### src/hdl/icache_pkg.sv
package icache_pkg;

  // ========================================
  // Cache geometry
  // ========================================
  localparam int LINE_BYTES     = 32;
  localparam int NUM_WAYS       = 2;
  localparam int NUM_SETS       = 64;
  localparam int WORDS_PER_LINE = LINE_BYTES / 4;

  // Address split is tag | set | word | byte
  localparam int OFFSET_W   = $clog2(LINE_BYTES);
  localparam int SET_W      = $clog2(NUM_SETS);
  localparam int TAG_W      = 32 - SET_W - OFFSET_W;
  localparam int WORD_IDX_W = $clog2(WORDS_PER_LINE);

  // ========================================
  // AXI read port
  // ========================================
  localparam int AXI_DATA_W     = 128;
  localparam int WORDS_PER_BEAT = AXI_DATA_W / 32;
  localparam int BEATS_PER_LINE = WORDS_PER_LINE / WORDS_PER_BEAT;
  localparam int AXI_ID_W       = 4;

  // One burst covers a whole line
  localparam logic [7:0] AXI_ARLEN      = 8'(BEATS_PER_LINE - 1);
  localparam logic [2:0] AXI_ARSIZE     = 3'($clog2(AXI_DATA_W / 8));
  localparam logic [1:0] AXI_BURST_INCR = 2'b01;

  typedef enum logic {
    REFILL_IDLE,
    REFILL_BURST
  } refill_state_e;

  // Requester byte address, split into its cache fields
  typedef struct packed {
    logic [TAG_W-1:0]               tag;
    logic [SET_W-1:0]               set;
    logic [WORD_IDX_W-1:0]          word;
    logic [OFFSET_W-WORD_IDX_W-1:0] byte_off;
  } cache_req_t;

  typedef struct packed {
    logic [31:0] data;
  } cache_rsp_t;

  typedef struct packed {
    logic [AXI_ID_W-1:0] id;
    logic [31:0]         addr;
    logic [7:0]          len;
    logic [2:0]          size;
    logic [1:0]          burst;
  } axi_ar_t;

  typedef struct packed {
    logic [AXI_ID_W-1:0]   id;
    logic [AXI_DATA_W-1:0] data;
    logic [1:0]            resp;
    logic                  last;
  } axi_r_t;

  // Line being filled and the word the requester asked for
  typedef struct packed {
    logic [SET_W-1:0]      set;
    logic                  way;
    logic [TAG_W-1:0]      tag;
    logic [WORD_IDX_W-1:0] word;
  } fill_tgt_t;

endpackage

### src/hdl/icache_refill.sv
`timescale 1ns/100ps

module icache_refill (
  input  logic                              clk,
  input  logic                              rst_n,

  // Requester
  input  logic                              i_ren,
  input  icache_pkg::cache_req_t            i_req,

  // Tag store
  output logic [icache_pkg::SET_W-1:0]      o_lookup_set,
  output logic [icache_pkg::TAG_W-1:0]      o_lookup_tag,
  input  logic                              i_hit,
  input  logic                              i_hit_way,
  input  logic                              i_victim_way,
  output logic                              o_touch,
  output logic                              o_fill_done,
  output icache_pkg::fill_tgt_t             o_fill,

  // Data store
  output logic                              o_beat_we,
  output logic [icache_pkg::WORD_IDX_W-1:0] o_beat_base,
  output logic                              o_rd_en,
  output logic [icache_pkg::SET_W-1:0]      o_rd_set,
  output logic                              o_rd_way,
  output logic [icache_pkg::WORD_IDX_W-1:0] o_rd_word,

  // AXI read
  output logic                              o_arvalid,
  output icache_pkg::axi_ar_t               o_ar,
  input  logic                              i_arready,
  input  logic                              i_rvalid,
  input  icache_pkg::axi_r_t                i_r,

  output logic                              o_rsp_valid
);
  import icache_pkg::*;

  refill_state_e         state_q;
  logic                  arvalid_q;
  axi_ar_t               ar_q;
  fill_tgt_t             fill_q;
  logic [WORD_IDX_W-1:0] beat_base_q;
  logic                  rsp_valid_q;

  logic                  hit_access;
  logic                  miss_start;
  logic                  beat_we;
  logic                  fill_done;

  // ========================================
  // Access decode
  // ========================================
  assign o_lookup_set = i_req.set;
  assign o_lookup_tag = i_req.tag;

  // Requests during a burst break the protocol and are dropped
  assign hit_access = (state_q == REFILL_IDLE) && i_ren && i_hit;
  assign miss_start = (state_q == REFILL_IDLE) && i_ren && !i_hit;

  // RREADY is always high, so every valid beat lands
  assign beat_we   = (state_q == REFILL_BURST) && i_rvalid;
  assign fill_done = beat_we && i_r.last;

  assign o_touch     = hit_access;
  assign o_fill_done = fill_done;
  assign o_fill      = fill_q;
  assign o_beat_we   = beat_we;
  assign o_beat_base = beat_base_q;

  // Fill-done reads the requested word, bypassing the last beat if needed
  assign o_rd_en   = hit_access || fill_done;
  assign o_rd_set  = fill_done ? fill_q.set  : i_req.set;
  assign o_rd_way  = fill_done ? fill_q.way  : i_hit_way;
  assign o_rd_word = fill_done ? fill_q.word : i_req.word;

  // ========================================
  // Miss FSM
  // ========================================
  always_ff @(posedge clk) begin
    if (!rst_n) begin
      state_q   <= REFILL_IDLE;
      arvalid_q <= 1'b0;
    end else begin
      case (state_q)
        REFILL_IDLE: begin
          if (miss_start) begin
            state_q   <= REFILL_BURST;
            arvalid_q <= 1'b1;
          end
        end
        REFILL_BURST: begin
          // Hold AR until accepted
          if (arvalid_q && i_arready) begin
            arvalid_q <= 1'b0;
          end
          if (fill_done) begin
            state_q <= REFILL_IDLE;
          end
        end
        default: begin
          state_q <= REFILL_IDLE;
        end
      endcase
    end
  end

  // AR payload and fill target, captured once per miss
  always_ff @(posedge clk) begin
    if (miss_start) begin
      ar_q.id    <= '0;
      ar_q.addr  <= {i_req.tag, i_req.set, {OFFSET_W{1'b0}}};
      ar_q.len   <= AXI_ARLEN;
      ar_q.size  <= AXI_ARSIZE;
      ar_q.burst <= AXI_BURST_INCR;
      fill_q.set  <= i_req.set;
      fill_q.way  <= i_victim_way;
      fill_q.tag  <= i_req.tag;
      fill_q.word <= i_req.word;
    end
  end

  // Beat counter, in words
  always_ff @(posedge clk) begin
    if (miss_start) begin
      beat_base_q <= '0;
    end else if (beat_we) begin
      beat_base_q <= beat_base_q + WORD_IDX_W'(WORDS_PER_BEAT);
    end
  end

  // Response one cycle after a hit or fill-done
  always_ff @(posedge clk) begin
    if (!rst_n) begin
      rsp_valid_q <= 1'b0;
    end else begin
      rsp_valid_q <= hit_access || fill_done;
    end
  end

  assign o_arvalid   = arvalid_q;
  assign o_ar        = ar_q;
  assign o_rsp_valid = rsp_valid_q;

endmodule

### config.mk
export PLATFORM = sky130hd
export DESIGN_NAME = icache_refill
export DESIGN_NICKNAME = d
export VERILOG_FILES = /design/src/hdl/icache_pkg.sv /design/src/hdl/icache_refill.sv
export SDC_FILE = /design/constraint.sdc
export NUM_CORES = 1
export LEC_CHECK = 0
export ABC_AREA = 1
export BUFFER_PORTS_ARGS = -buffer_cell sky130_fd_sc_hd__buf_2
export CORE_AREA = 8 8 112 114
export CTS_CLUSTER_DIAMETER = 150
export DETAILED_ROUTE_END_ITERATION = 10
export DIE_AREA = 0 0 120 122
export PLACE_DENSITY_LB_ADDON = 0.08
export SYNTH_ARGS = -nofsm -noshare
export SYNTH_HDL_FRONTEND = slang
export SYNTH_SLANG_ARGS = --single-unit
### constraint.sdc
create_clock -name clk -period 3.15 [get_ports clk]
set_clock_uncertainty 0.1 [all_clocks]
set_input_delay 0.1575 -clock clk [delete_from_list [all_inputs] [get_ports clk]]
set_output_delay 0.1575 -clock clk [all_outputs]
set_load 0.005 [all_outputs]
### Word-level counts from Yosys, hierarchy flattened

Index checks and enable logic that the tools add are counted.

| word-level totals | value |
|---|---|
| register bits | 64 |
| input bits | 175 |
| word-level logic and storage cells | 31 |
| output and inout port bits | 126 |

| cells by class | value |
|---|---|
| add/subtract/negate cells | 1 |
| reductions and logical operators | 9 |
| bitwise logic cells | 1 |
| equal/unequal tests | 2 |
| mux-type cells | 9 |

Operators by type and width:

| operator | number |
|---|---|
| $logic_and 1x1->1 | 6 |
| $mux 6 | 1 |
| $mux 1 | 5 |
| $pmux 1 s2 | 2 |
| $add 3x3->3 const B | 1 |
| $mux 3 | 1 |
| $ne 2x1->1 const B | 1 |
| $ne 2x2->1 const B | 1 |
| $reduce_and 2->1 | 1 |
| $logic_not 1->1 | 1 |
| $logic_or 1x1->1 | 1 |
| $not 1->1 | 1 |

### Depth between registers and ports, before layout

| depth | value |
|---|---|
| depth after elaboration | 5 |
| depth in mapped cells | 5 |
| gate-level depth less buffers | 4 |

### Least setup slack after synthesis

OpenSTA, ideal clock, no wires.

| path | value |
|---|---|
| path kind | flip-flop to flip-flop |
| from | reg state_q |
| to | reg ar_q (netlist bit o_ar[23]), enable pin |
| slack | 1.506 ns |
| library setup time | 0.386 ns |
| period minus slack after synthesis | 1.644 ns |
| cell stages (with the launch flop) | 4 |
| arrival time | 1.158 ns |
| path buffers | 0 |
| required time | 2.664 ns |
| path through | dfxtp_1 -> inv_1 -> nand3_1 -> inv_1 |

| on the way | value |
|---|---|
| word-level cells in the longest chain between the ends | 3 |

RTL lines:

| element | RTL line | text |
|---|---|---|
| from (decl) | icache_refill.sv:40 | `refill_state_e state_q;` |
| from (signal assigned) | icache_refill.sv:83 | `state_q <= REFILL_IDLE;` |
| from (signal assigned) | icache_refill.sv:89 | `state_q <= REFILL_BURST;` |
| from (signal assigned) | icache_refill.sv:99 | `state_q <= REFILL_IDLE;` |
| $not 1->1 | - |  |
| $logic_and 1x1->1 (2 in series) | icache_refill.sv:60 | `assign miss_start = (state_q == REFILL_IDLE) && i_ren && !i_hit;` |
| named net miss_start | icache_refill.sv:48 | `logic miss_start;` |
| to (decl) | icache_refill.sv:42 | `axi_ar_t ar_q;` |

The timed path passes the listed nets, and every way through them passes these cells.
A chain may end at the register's enable or synchronous reset.

### Worst setup path after layout

| path | value |
|---|---|
| from | reg state_q |
| to | reg fill_q (netlist bit o_fill[21]), enable pin |

| on the way | value |
|---|---|
| word-level cells in the longest chain between the ends | 3 |

RTL lines:

| element | RTL line | text |
|---|---|---|
| $not 1->1 | - |  |
| $logic_and 1x1->1 (2 in series) | icache_refill.sv:60 |  |
| named net miss_start | icache_refill.sv:48 |  |
| to (decl) | icache_refill.sv:43 | `fill_tgt_t fill_q;` |

The timed path passes the listed nets, and every way through them passes these cells.

==> results.md <==
* Area Overhead vs Synth at 41.3%
* Max FO, Critical Path at 19
* Die height at 122 um
* Post-synth EDFFs at 31
* Ant. Diodes at 0
* Worst-Skew Late Latency at around 0.29 ns
* Min-delay src: rst_n
* Dominant cell type by area after synthesis: edfxtp_1
* Synth Warn # at 0
* Leakage at roughly 1.3 nW
* Ratio of final minimum period to clock period at about 58%
* Critical Path Max Stage Delay at 0.43 ns
* Power per standard cell area at around 410 mW/mm^2
* Flops & latches, synth at 35
* Fillers at 1148
* Routed vias/inst at 3.28
* Crit. End Element: register
* Crit path top cell by count: inv_1
* Detailed-route via count at 1407
* Reg power frac at 50.9%
* Clock power frac at 32.7%
* Cells after Synth at between 150 and 200
* Sequential element share of the synthesized area at 55.0%
* Routed wire length at just under 6000 um
* Most frequent cell after synthesis: buf_4
* Clock transition at path regs at ~0.080 ns
* Post-DP HPWL at approximately 4500 um
* TNS Setup at 0 ns
* CP Class: register to register
* Initial antenna violation count at 0
* Share of cells above drive strength 1 at between 50 and 60%
* Total GRT Usage at 7.65%
* Crit start category: register
* Max Root-Sink Buffers at 2
* Worst path required time at approximately 3.0 ns
* Worst r2r src: state_q$_SDFF_PN0_
* Async set-reset flop share out of synthesis at 0%
* Hold Crit Class: input pin to register
* ANT nets after route at 0
* Synth top area cells: edfxtp_1 51%, buf_4 32%, nand2_1 7.1%
* TritonCTS Buffers at 5
* Clock root buffer: clkbuf_8
* # setup viols final at 0
* Starting DRT DRC Count at 45
* Global-route wire length before repair at around 8700 um
* Ports at between 300 and 400
* Slew margin rel. at approximately 64%
* CP startpoint: state_q$_SDFF_PN0_
* Final #Nets at 463
* Peak supply drop at between 0.0001 and 0.00015 V
* Gp weighted congestion at about 0.65
* RSZ-0062 raised after global routing: false
* Post-Syn Area at between 0.0015 and 0.002 sq mm
* Port Buffer Count at 140
* Max frequency at 548 MHz
* Hold Vio Cnt, Final at 0
* Slew @ Worst Pin at roughly 0.54 ns
* Ys flop type: edfxtp_1
* Fin crit period at around 1.8 ns
* Drt pass-1 iters at 4
* Core region area at 0.0107 sq mm
* Die area at around 0.015 sq mm
* Comb power frac at ~16%
* Switch Pwr at ~270 uW
* WP buf/inv at 3
* Max-slew violations at 0
* Hold WS at 0.0250 ns
* Post-Syn Area per Cell at roughly 11 sq um
* P_int at around 800 uW
* Vias in the first global route at 1607
* DRC viols at 0
* Largest net degree at the start of global routing at 20
* Initial core utilization at between 15 and 20%
* CTS tree: built
* Top post-synthesis cells by count: 78 x buf_4, 35 x nand2_1, 31 x edfxtp_1, 6 x inv_1, 4 x dfxtp_1
* Sw Share at roughly a quarter
* Row count at 38
* CP cell instances: inv_1 -> nand3_1 -> inv_1 -> buf_4
* Slowest-stage cell, CP: inv_1
* Max Cap Viol at 0
* Avg WL per Cell at 13.8 um
* Area of the multi-input gates at about 280 sq um
* Clock Sinks at 35
* Status: completed
* Yosys cell types at 13
* CP delay by family, top: buffers and inverters
* Overflow after GRT at 0
* Die W at ~120 um
* Worst Path Arrival at roughly 1.7 ns
* Yosys top cell area share at between 50 and 60%
* Seq. cell area at 0.00101 sq mm
* H-tree depth at 2
-- cells by family (layout without fill, tap and decap cells) --
| group | after synthesis | in the layout | synth area share [%] |
|---|---|---|---|
| buf+inv | 87 | 187 | 34.5 |
| simple gates | 39 | 39 | 8.84 |
| flops | 35 | 35 | 55.0 |
| compound gates | 3 | 3 | 0.816 |
| other cells | 2 | 24 | 0.408 |
| xor+xnor | 1 | 1 | 0.476 |
-- stage by stage --
step / worst slack [ns] / power (mW) / utilization (%) / instance area, sq um / instances
floorplan: 1.51 / 0.664 / - / 1920 / 189
detailed placement: 1.28 / 0.707 / 20.5 / 2200 / 390
CTS: 1.23 / 1.11 / 24.3 / 2600 / 429
global placement: 1.22 / 0.710 / 20.5 / 2200 / 390
finish: 1.33 / 1.07 / 24.3 / 2600 / 429
global route: 1.15 / 1.15 / 24.3 / 2600 / 429
-- power groups by stage --
stage	Combinational, mW	Clock (mW)	Sequential, mW
floorplan	0.106	0	0.558
global placement	0.154	0	0.557
detailed placement	0.150	0	0.556
CTS	0.180	0.380	0.547
global route	0.201	0.402	0.549
finish	0.176	0.351	0.546
-- layer usage --
metal | share of wire [%] | routed length (um) | global-route usage, % | vias to the layer above
li1 | - | - | - | 672
met1 | 45 | 2660 | 9.30 | 587
met2 | 36 | 2130 | 10.3 | 143
met3 | 18 | 1060 | 5.55 | 5
met4 | 1.0 | 62 | 2.34 | 0
met5 | 0 | 0 | 0 | -
-- state kept, by name (all words and copies together), names as in the netlist --
| name | flops |
|---|---|
| state_q | 1 |
| o_beat_base | 1 |
| o_ar | 1 |
| o_arvalid | 1 |
| o_rsp_valid | 1 |
| o_fill | 30 |
-- layout make-up --
| class | instances | share of cell area, % |
|---|---|---|
| clock buffers | 7 | 3.32 |
| inverters | 7 | 1.01 |
| repair buffers | 172 | 39.2 |
| multi-input cells | 67 | 10.6 |
| clock inverters | 1 | 0.193 |
| well taps | 140 | 6.74 |
| flip-flops and latches | 35 | 38.9 |
-- worst paths after layout --
| check | end | slack [ns] | depth (start not counted) |
|---|---|---|---|
| max | o_fill[21]$_DFFE_PP_ | 1.33 | 4 |
| min | o_arvalid$_SDFFE_PN0P_ | 0.03 | 3 |
| max reg2reg | o_fill[21]$_DFFE_PP_ | 1.33 | 4 |
| min reg2reg | o_arvalid$_SDFFE_PN0P_ | 0.36 | 2 |
-- worst min-delay path: stages --
cell     delay (ns)
buf_2          0.07
inv_1          0.05
a21oi_1        0.10
-- cell usage in the layout (no fill, tap or decap), types with 2 or more instances in the layout --
master,Yosys,final
buf_2,0,140
nand3_1,2,2
clkbuf_8,0,6
dlygate4sd3_1,0,31
conb_1,2,24
dfxtp_1,4,4
inv_1,6,6
nand2_1,35,35
a21oi_1,3,3
edfxtp_1,31,31
-- what timing repair did --
action | CTS | global route
gates resized for setup | 0 | 0
hold buffers | 31 | 0
buffers inserted | 0 | 0
endpoints found under the hold margin | 31 | 0
endpoints found under the setup margin | 0 | 0
Power figures use the tool's default switching activity.
