File: src/hdl/icache_pkg.sv
package icache_pkg;

  // ========================================
  // Cache geometry
  // ========================================
  localparam int LINE_BYTES     = 32;
  localparam int NUM_WAYS       = 2;
  localparam int NUM_SETS       = 64;
  localparam int WORDS_PER_LINE = LINE_BYTES / 4;

  // Address split is tag | set | word | byte
  localparam int OFFSET_W   = $clog2(LINE_BYTES);
  localparam int SET_W      = $clog2(NUM_SETS);
  localparam int TAG_W      = 32 - SET_W - OFFSET_W;
  localparam int WORD_IDX_W = $clog2(WORDS_PER_LINE);

  // ========================================
  // AXI read port
  // ========================================
  localparam int AXI_DATA_W     = 128;
  localparam int WORDS_PER_BEAT = AXI_DATA_W / 32;
  localparam int BEATS_PER_LINE = WORDS_PER_LINE / WORDS_PER_BEAT;
  localparam int AXI_ID_W       = 4;

  // One burst covers a whole line
  localparam logic [7:0] AXI_ARLEN      = 8'(BEATS_PER_LINE - 1);
  localparam logic [2:0] AXI_ARSIZE     = 3'($clog2(AXI_DATA_W / 8));
  localparam logic [1:0] AXI_BURST_INCR = 2'b01;

  typedef enum logic {
    REFILL_IDLE,
    REFILL_BURST
  } refill_state_e;

  // Requester byte address, split into its cache fields
  typedef struct packed {
    logic [TAG_W-1:0]               tag;
    logic [SET_W-1:0]               set;
    logic [WORD_IDX_W-1:0]          word;
    logic [OFFSET_W-WORD_IDX_W-1:0] byte_off;
  } cache_req_t;

  typedef struct packed {
    logic [31:0] data;
  } cache_rsp_t;

  typedef struct packed {
    logic [AXI_ID_W-1:0] id;
    logic [31:0]         addr;
    logic [7:0]          len;
    logic [2:0]          size;
    logic [1:0]          burst;
  } axi_ar_t;

  typedef struct packed {
    logic [AXI_ID_W-1:0]   id;
    logic [AXI_DATA_W-1:0] data;
    logic [1:0]            resp;
    logic                  last;
  } axi_r_t;

  // Line being filled and the word the requester asked for
  typedef struct packed {
    logic [SET_W-1:0]      set;
    logic                  way;
    logic [TAG_W-1:0]      tag;
    logic [WORD_IDX_W-1:0] word;
  } fill_tgt_t;

endpackage

File: src/hdl/icache_tag_store.sv
`timescale 1ns/100ps

module icache_tag_store (
  input  logic                                clk,
  input  logic                                rst_n,

  // Lookup
  input  logic [icache_pkg::SET_W-1:0]        i_set,
  input  logic [icache_pkg::TAG_W-1:0]        i_tag,
  output logic                                o_hit,
  output logic                                o_hit_way,
  output logic                                o_victim_way,

  // Update
  input  logic                                i_touch,
  input  logic                                i_fill_done,
  input  icache_pkg::fill_tgt_t               i_fill
);
  import icache_pkg::*;

  // ========================================
  // Storage
  // ========================================
  logic [NUM_WAYS-1:0] valid_q [NUM_SETS];
  logic [TAG_W-1:0]    tag_q   [NUM_SETS][NUM_WAYS];

  // Way to evict next in each set
  logic                lru_q   [NUM_SETS];

  logic [NUM_WAYS-1:0] set_valid;
  logic [NUM_WAYS-1:0] way_hit;

  // ========================================
  // Lookup
  // ========================================
  assign set_valid = valid_q[i_set];

  // Both ways compared in parallel
  always_comb begin
    for (int w = 0; w < NUM_WAYS; w++) begin
      way_hit[w] = set_valid[w] && (tag_q[i_set][w] == i_tag);
    end
  end

  assign o_hit = |way_hit;

  always_comb begin
    o_hit_way = 1'b0;
    for (int w = 0; w < NUM_WAYS; w++) begin
      if (way_hit[w]) begin
        o_hit_way = w[0];
      end
    end
  end

  // Invalid way first, then LRU
  always_comb begin
    if (!set_valid[0]) begin
      o_victim_way = 1'b0;
    end else if (!set_valid[1]) begin
      o_victim_way = 1'b1;
    end else begin
      o_victim_way = lru_q[i_set];
    end
  end

  // ========================================
  // Update
  // ========================================
  always_ff @(posedge clk) begin
    if (!rst_n) begin
      for (int s = 0; s < NUM_SETS; s++) begin
        valid_q[s] <= '0;
      end
    end else if (i_fill_done) begin
      valid_q[i_fill.set][i_fill.way] <= 1'b1;
    end
  end

  always_ff @(posedge clk) begin
    if (i_fill_done) begin
      tag_q[i_fill.set][i_fill.way] <= i_fill.tag;
    end
  end

  // Accessed way becomes MRU, so the other one is next to go
  always_ff @(posedge clk) begin
    if (i_touch) begin
      lru_q[i_set] <= ~o_hit_way;
    end else if (i_fill_done) begin
      lru_q[i_fill.set] <= ~i_fill.way;
    end
  end

endmodule

File: config.mk
export PLATFORM = sky130hd
export DESIGN_NAME = icache_tag_store
export DESIGN_NICKNAME = d
export VERILOG_FILES = /design/src/hdl/icache_pkg.sv /design/src/hdl/icache_tag_store.sv
export SDC_FILE = /design/constraint.sdc
export NUM_CORES = 2
export LEC_CHECK = 0
export BUFFER_PORTS_ARGS = -buffer_cell sky130_fd_sc_hd__buf_4
export CAP_MARGIN = 20
export CORE_MARGIN = 1.5
export CORE_UTILIZATION = 40
export CTS_CLUSTER_DIAMETER = 200
export DETAILED_ROUTE_END_ITERATION = 10
export PLACE_DENSITY_LB_ADDON = 0.08
export SYNTH_ARGS = -nofsm -noshare
export SYNTH_HDL_FRONTEND = slang
export SYNTH_SLANG_ARGS = --single-unit
File: constraint.sdc
create_clock -name clk -period 10.6 [get_ports clk]
set_clock_uncertainty 0.05 [all_clocks]
set_input_delay 0 -clock clk [delete_from_list [all_inputs] [get_ports clk]]
set_output_delay 0 -clock clk [all_outputs]
set_load 0.01 [all_outputs]
== Word-level counts from Yosys, hierarchy flattened ==
Memories as Yosys holds them, arrays and structs flattened.
Index checks and enable logic that the tools add are counted.

* $mul: 0
* $lt $le $gt $ge: 4
* Eq/ne operators: 2
* Add/sub/neg operators: 0
* Bitwise gates (word level): 3
* Mux-type cells: 22
* Shifts and indexed selects: 0
* Div/mod/pow operators: 0
* Reduce and logical (&&, ||, !) cells: 7

{| class="wikitable"
|+ Operators by type and width
! kind !! count
|-
| $eq 21x21->1 || 2
|-
| $mux 42 || 1
|-
| $demux 21 s1 || 1
|-
| $mux 21 || 1
|-
| $mux 1 || 13
|-
| $mux 6 || 2
|-
| $mux 2 || 3
|-
| $logic_and 1x1->1 || 4
|-
| $reduce_or 2->1 || 2
|-
| $ge 2x2->1 const B || 1
|-
| $lt 1x2->1 const B || 1
|-
| $lt 2x1->1 const B || 1
|-
| $not 1->1 || 2
|-
| $not 1->2 || 1
|-
| $demux 1 s1 || 1
|-
| $ge 1x1->1 const B || 1
|-
| $reduce_or 1->1 || 1
|}

* Flip-flop bits (word level): 0
* Bits in latches: 0
* Logic and storage cells: 41
* ROM bits: 0
* Memories kept: 3
* Memory bits (writable): 2880
* Output and inout bits: 3
* Input bits: 62

{| class="wikitable"
|+ Memories
! name !! words !! width !! read ports !! clocked after Yosys merged registers in !! wr ports !! line !! RTL
|-
| tag_q || 64 || 42 || 1 || 0 || 1 || icache_tag_store.sv:25 || <nowiki>logic [TAG_W-1:0] tag_q [NUM_SETS][NUM_WAYS];</nowiki>
|-
| valid_q || 64 || 2 || 1 || 0 || 64 || icache_tag_store.sv:24 || <nowiki>logic [NUM_WAYS-1:0] valid_q [NUM_SETS];</nowiki>
|-
| lru_q || 64 || 1 || 1 || 0 || 1 || icache_tag_store.sv:28 || <nowiki>logic lru_q [NUM_SETS];</nowiki>
|}

== Longest topological paths before layout ==
* Word-level depth: 7
* Gate-level depth with buffers: 16
* Gate-level depth less buffers: 9

== Worst setup path before layout ==
No wires, ideal clock.

* Kind: input to register
* Start: input i_set[2] (netlist name)
* End: memory lru_q[0] (data pin)
* Setup time: 0.563 ns
* Slack: 5.729 ns
* Path buffers: 6
* Arrival: 4.258 ns
* Stages: 13
* Data required time: 9.987 ns
* Cell sequence: buf_2 -> buf_4 -> buf_4 -> buf_2 -> buf_2 -> buf_1 -> mux4_2 -> a221oi_1 -> o22ai_1 -> nor3_1 -> xnor2_1 -> nor4_4 -> mux2i_1

* Cells in the longest elaborated chain, start to end: 6
* Elaborated cells on any way between the ends: 7

{| class="wikitable"
|+ RTL lines
! element !! line !! RTL
|-
| start, declared || icache_tag_store.sv:8 || <nowiki>input logic [icache_pkg::SET_W-1:0] i_set,</nowiki>
|-
| $mem_v2 64x42 || n/a ||
|-
| $eq 21x21->1 || icache_tag_store.sv:41 || <nowiki>way_hit[w] = set_valid[w] && (tag_q[i_set][w] == i_tag);</nowiki>
|-
| $logic_and 1x1->1 * || icache_tag_store.sv:41 ||
|-
| $mux 1 * || icache_tag_store.sv:50 || <nowiki>if (way_hit[w]) begin</nowiki>
|-
| named net o_hit_way || icache_tag_store.sv:11 || <nowiki>output logic o_hit_way,</nowiki>
|-
| $not 1->1 * || icache_tag_store.sv:89 || <nowiki>lru_q[i_set] <= ~o_hit_way;</nowiki>
|-
| $mux 1 (no source line) * || n/a ||
|-
| end, declared || icache_tag_store.sv:28 ||
|}

Mark *: on every way through the listed nets, which the timed path passes. The rest lies on a longest branch.

== Final worst setup path ==
* Start: input i_set[1] (netlist name)
* End: output o_hit

* Cells in the longest elaborated chain, start to end: 4
* Elaborated cells on any way between the ends: 7

{| class="wikitable"
|+ RTL lines
! element !! line !! RTL
|-
| $mem_v2 64x42 || n/a ||
|-
| $eq 21x21->1 || icache_tag_store.sv:41 ||
|-
| $logic_and 1x1->1 || icache_tag_store.sv:41 ||
|-
| $reduce_or 2->1 * || icache_tag_store.sv:45 || <nowiki>assign o_hit = |way_hit;</nowiki>
|-
| end, declared || icache_tag_store.sv:10 || <nowiki>output logic o_hit,</nowiki>
|}

Every way passes the cells marked *; elsewhere a longest branch is shown, timed or not.

==> metrics.md <==
| Metric | Value |
|---|---|
| Kind of cell adding the most delay to the critical path | buffers and inverters |
| Clock Tree Buf Depth | 4 |
| Yosys reg bits | ~2900 |
| Max FO, Critical Path | 37 |
| Routed vias/inst | roughly 6 |
| Layout area overhead | 15.0% |
| Initial core utilization | 40.2% |
| DR WL/cell | 39.7 um |
| Pleak | 40.9 nW |
| Ratio of final minimum period to clock period | 63.0% |
| Rows | roughly 190 |
| CTS root buf | clkbuf_16 |
| Clk pwr share | 44.0% |
| Shortest period the worst path allows | 6680 ps |
| Main flop type after synthesis | edfxtp_1 |
| Syn_nets | 5480 |
| CP dominant cell by count | buf_4 |
| Top cell type's share of synthesized area | 73.8% |
| Layout cells sized above 1 | 26.9% |
| Cts bufs inserted | 318 |
| Avg Cell Area, Syn | 20.7 um2 |
| PD cells | slightly below 200 mW/mm2 |
| Die H | ~530 um |
| Synthesized area | 0.112 mm2 |
| Largest area contributor in the netlist | edfxtp_1 |
| Ys async rst share | 0% |
| Die X | 532 um |
| Fillers | between 20000 and 25000 |
| # IOs | 65 |
| Post-synth EDFFs | between 2000 and 3000 |
| VDD IR-drop max | roughly 0.12 mV |
| Port Buffers | 61 |
| Sequential area share after synthesis | 76.1% |
| H-tree levels | 5 |
| Switching power total | 5.55 mW |
| Final ANT Viol Nets | 0 |
| CP required | 10550 ps |
| Die area | about 0.28 mm2 |
| Syn Inst Count | 5418 |
| Initial antenna violation count | 46 |
| HPWL Detailed | roughly 230000 um |
| RSZ-0062 raised after global routing | no |
| Clock-pin slew on the worst setup and hold paths | 60 ps |
| CTS resizes | 0 |
| GRT overflow | 0 |
| CTS sink cnt | between 2000 and 3000 |
| Critical-path top delay cell | o21ai_0 |
| Yosys warnings | 0 |
| Worst skew pair latency | 890 ps |
| CP peak stage delay | 870 ps |
| DR iter-0 viols | 8100 |
| Largest net degree at the start of global routing | 113 |
| NumNets Final | 5870 |
| First-pass GRT wire length | roughly 520000 um |
| Drt drc | 0 |
| Buf/Inv on CP | 6 |
| Switching part of the total power | 22.3% |
| Core footprint | 0.279 mm2 |
| CP Launch Type | input port |
| Sequential power share | 50.4% |
| Final hold vios | 0 |
| FF-to-FF setup slack | around 5700 ps |
| Total Power | between 20 and 25 mW |
| Setup-failing EPs final | 0 |
| Status | complete, no violations |
| Vias | 59500 |
| Slew Limit Fails | 0 |
| Setup TNS | 0 ps |
| Worst Hold Class | input port to flop |
| Worst-path cell chain | dlygate4sd3_1 > buf_8 > buf_4 > buf_4 > mux4_2 > o22ai_1 > nor4_1 > o21ai_0 > buf_4 > nand3_1 > xnor2_1 > or4_4 > nor4_4 > a41o_1 > buf_4 |
| Gr usage total | between 20% and 30% |
| Synth area leaders | edfxtp_1 (74%), mux4_2 (13%), mux2i_1 (2.4%) |
| Max Fclk | 150 MHz |
| Least-Margin Pin Slew | 1220 ps |
| Max-cap viol count | 0 |
| Int Power | 19.3 mW |
| Drt total wl | between 300000 and 400000 um |
| Relative slew slack | 18.3% |
| DRT Pass-1 Iters | 5 |
| TritonCTS clock tree | yes |
| Gate power share | 5.6% |
| Crit path kind | input port to primary output |
| Vias in the first global route | 58200 |
| Synth unique cells | 83 |
| Crit end category | primary output |
| GPL Wtd Cong | 0.907 |
| CP arrival | approximately 6600 ps |
power groups by stage:
| stage | clock network (mW) | registers, mW | logic [mW] |
|---|---|---|---|
| 2_1_floorplan | 0 | 12.7 | 0.670 |
| 3_3_place_gp | 0 | 12.7 | 1.37 |
| 3_5_place_dp | 0 | 12.8 | 1.38 |
| 4_1_cts | 11.1 | 12.5 | 1.40 |
| 5_1_grt | 11.5 | 12.5 | 1.44 |
| 6_report | 10.9 | 12.5 | 1.40 |
state kept, by name (all words and copies together) (netlist names):
register and cells:
valid_q 128, lru_q 64, tag_q 2688
path summary, 6_finish.rpt:
path | start | end | cells past startpoint
worst max register to register | tag_q[59][6] | lru_q[8] | 11
worst min register to register | valid_q[21][1] | valid_q[21][1] | 1
worst min-delay path | i_fill[20] | tag_q[19][38] | 2
worst max-delay path | i_set[1] | o_hit | 15
final cells by class:
type / count / area (um2) / area share (%)
Clock buffer: 411 / 8660 / 6.73
Multi-Input combinational cell: 2224 / 25600 / 19.8
Sequential cell: 2880 / 85200 / 66.2
Inverter: 13 / 57.6 / 0.0447
Antenna cell: 19 / 47.5 / 0.0369
Tap cell: 3724 / 4660 / 3.62
Clock inverter: 162 / 1490 / 1.15
Timing Repair Buffer: 371 / 3100 / 2.41
metrics by stage:
step | worst slack (ps) | cells | hold WS, ps | cell area [um2] | util [%]
2_1_floorplan | 5730 | 5418 | 48.9 | 112000 | -
5_1_grt | 3800 | 9788 | 143 | 129000 | 46.2
6_report | 3920 | 9804 | 148 | 129000 | 46.2
3_5_place_dp | 4280 | 9174 | 346 | 118000 | 42.4
3_3_place_gp | 4320 | 9166 | 341 | 118000 | 42.3
4_1_cts | 3960 | 9785 | 109 | 129000 | 46.2
metal layers:
layer  wire (um)  part of all wire, %  vias up  global-route usage, %
li1            -                    -    23400                      -
met1      160000                   41    32700                   37.9
met2      184000                   47     2797                   43.1
met3       30900                  7.9      575                   5.11
met4       13800                  3.5       14                   9.04
met5         239                0.061        -                      0
timing repair:
item	4_1_cts	5_1_grt
buffers inserted	0	0
hold buffers	38	0
endpoints found under the hold margin	1434	0
cells in the final DEF, fill, tap and decap left out, types with 16 or more instances in the layout:
cell,Yosys,routed
edfxtp_1,2752,2752
mux4_2,632,632
clkbuf_16,0,331
buf_4,63,314
mux2i_1,266,265
nand2_1,175,174
nor2_1,267,135
o21a_1,134,134
dfxtp_1,128,128
nor2_2,0,98
a22oi_1,89,89
clkbuf_1,84,72
clkinv_1,1,69
nand3_1,62,61
a21oi_1,58,58
o22ai_1,52,52
clkinv_2,0,50
mux2_2,46,46
o21ai_0,41,41
dlygate4sd3_1,0,38
nor2_4,0,34
bufinv_16,0,25
nor3_1,23,23
a221oi_1,23,23
o211ai_1,21,21
a31oi_1,20,20
diode_2,0,19
a22o_1,18,18
nor2b_1,28,17
nand4_1,16,16
cells in the mapped netlist, types with 5 or more instances:
cell type	number
nand3_1	62
inv_1	10
nor3b_1	8
o32ai_1	5
buf_1	19
o21a_1	134
buf_8	5
clkbuf_1	84
o21ai_0	41
buf_4	63
mux2_2	46
and2_1	10
a22oi_1	89
a2111oi_0	7
nor2_1	267
dfxtp_1	128
o221ai_1	13
nor2b_1	28
buf_2	98
mux4_2	632
a221oi_1	23
a22o_1	18
a32oi_1	14
nand2b_1	18
xor2_1	15
o31ai_1	12
nand4_1	16
o211ai_1	21
a211oi_1	15
nand3b_1	6
nand2_1	175
edfxtp_1	2752
a31oi_1	20
or2_2	8
and3_1	14
o2111ai_1	6
o22ai_1	52
nor4_1	14
xnor2_1	13
mux2i_1	266
or3_1	7
nor3_1	23
buf_6	30
a21oi_1	58
cell families (layout without fill, tap and decap cells):
kind of cell           after synthesis  count (layout)  share of synthesized area [%]
buffers and inverters              314             957                           1.64
flip-flops                        2880            2880                           76.1
AND/OR/NAND/NOR                    679             679                           2.80
AO/OA/AOI/OAI                      572             572                           3.70
XOR/XNOR                            28              28                          0.219
other                                0              19                              0
multiplexers                       945             945                           15.6
(Power assumes the default switching activity.)
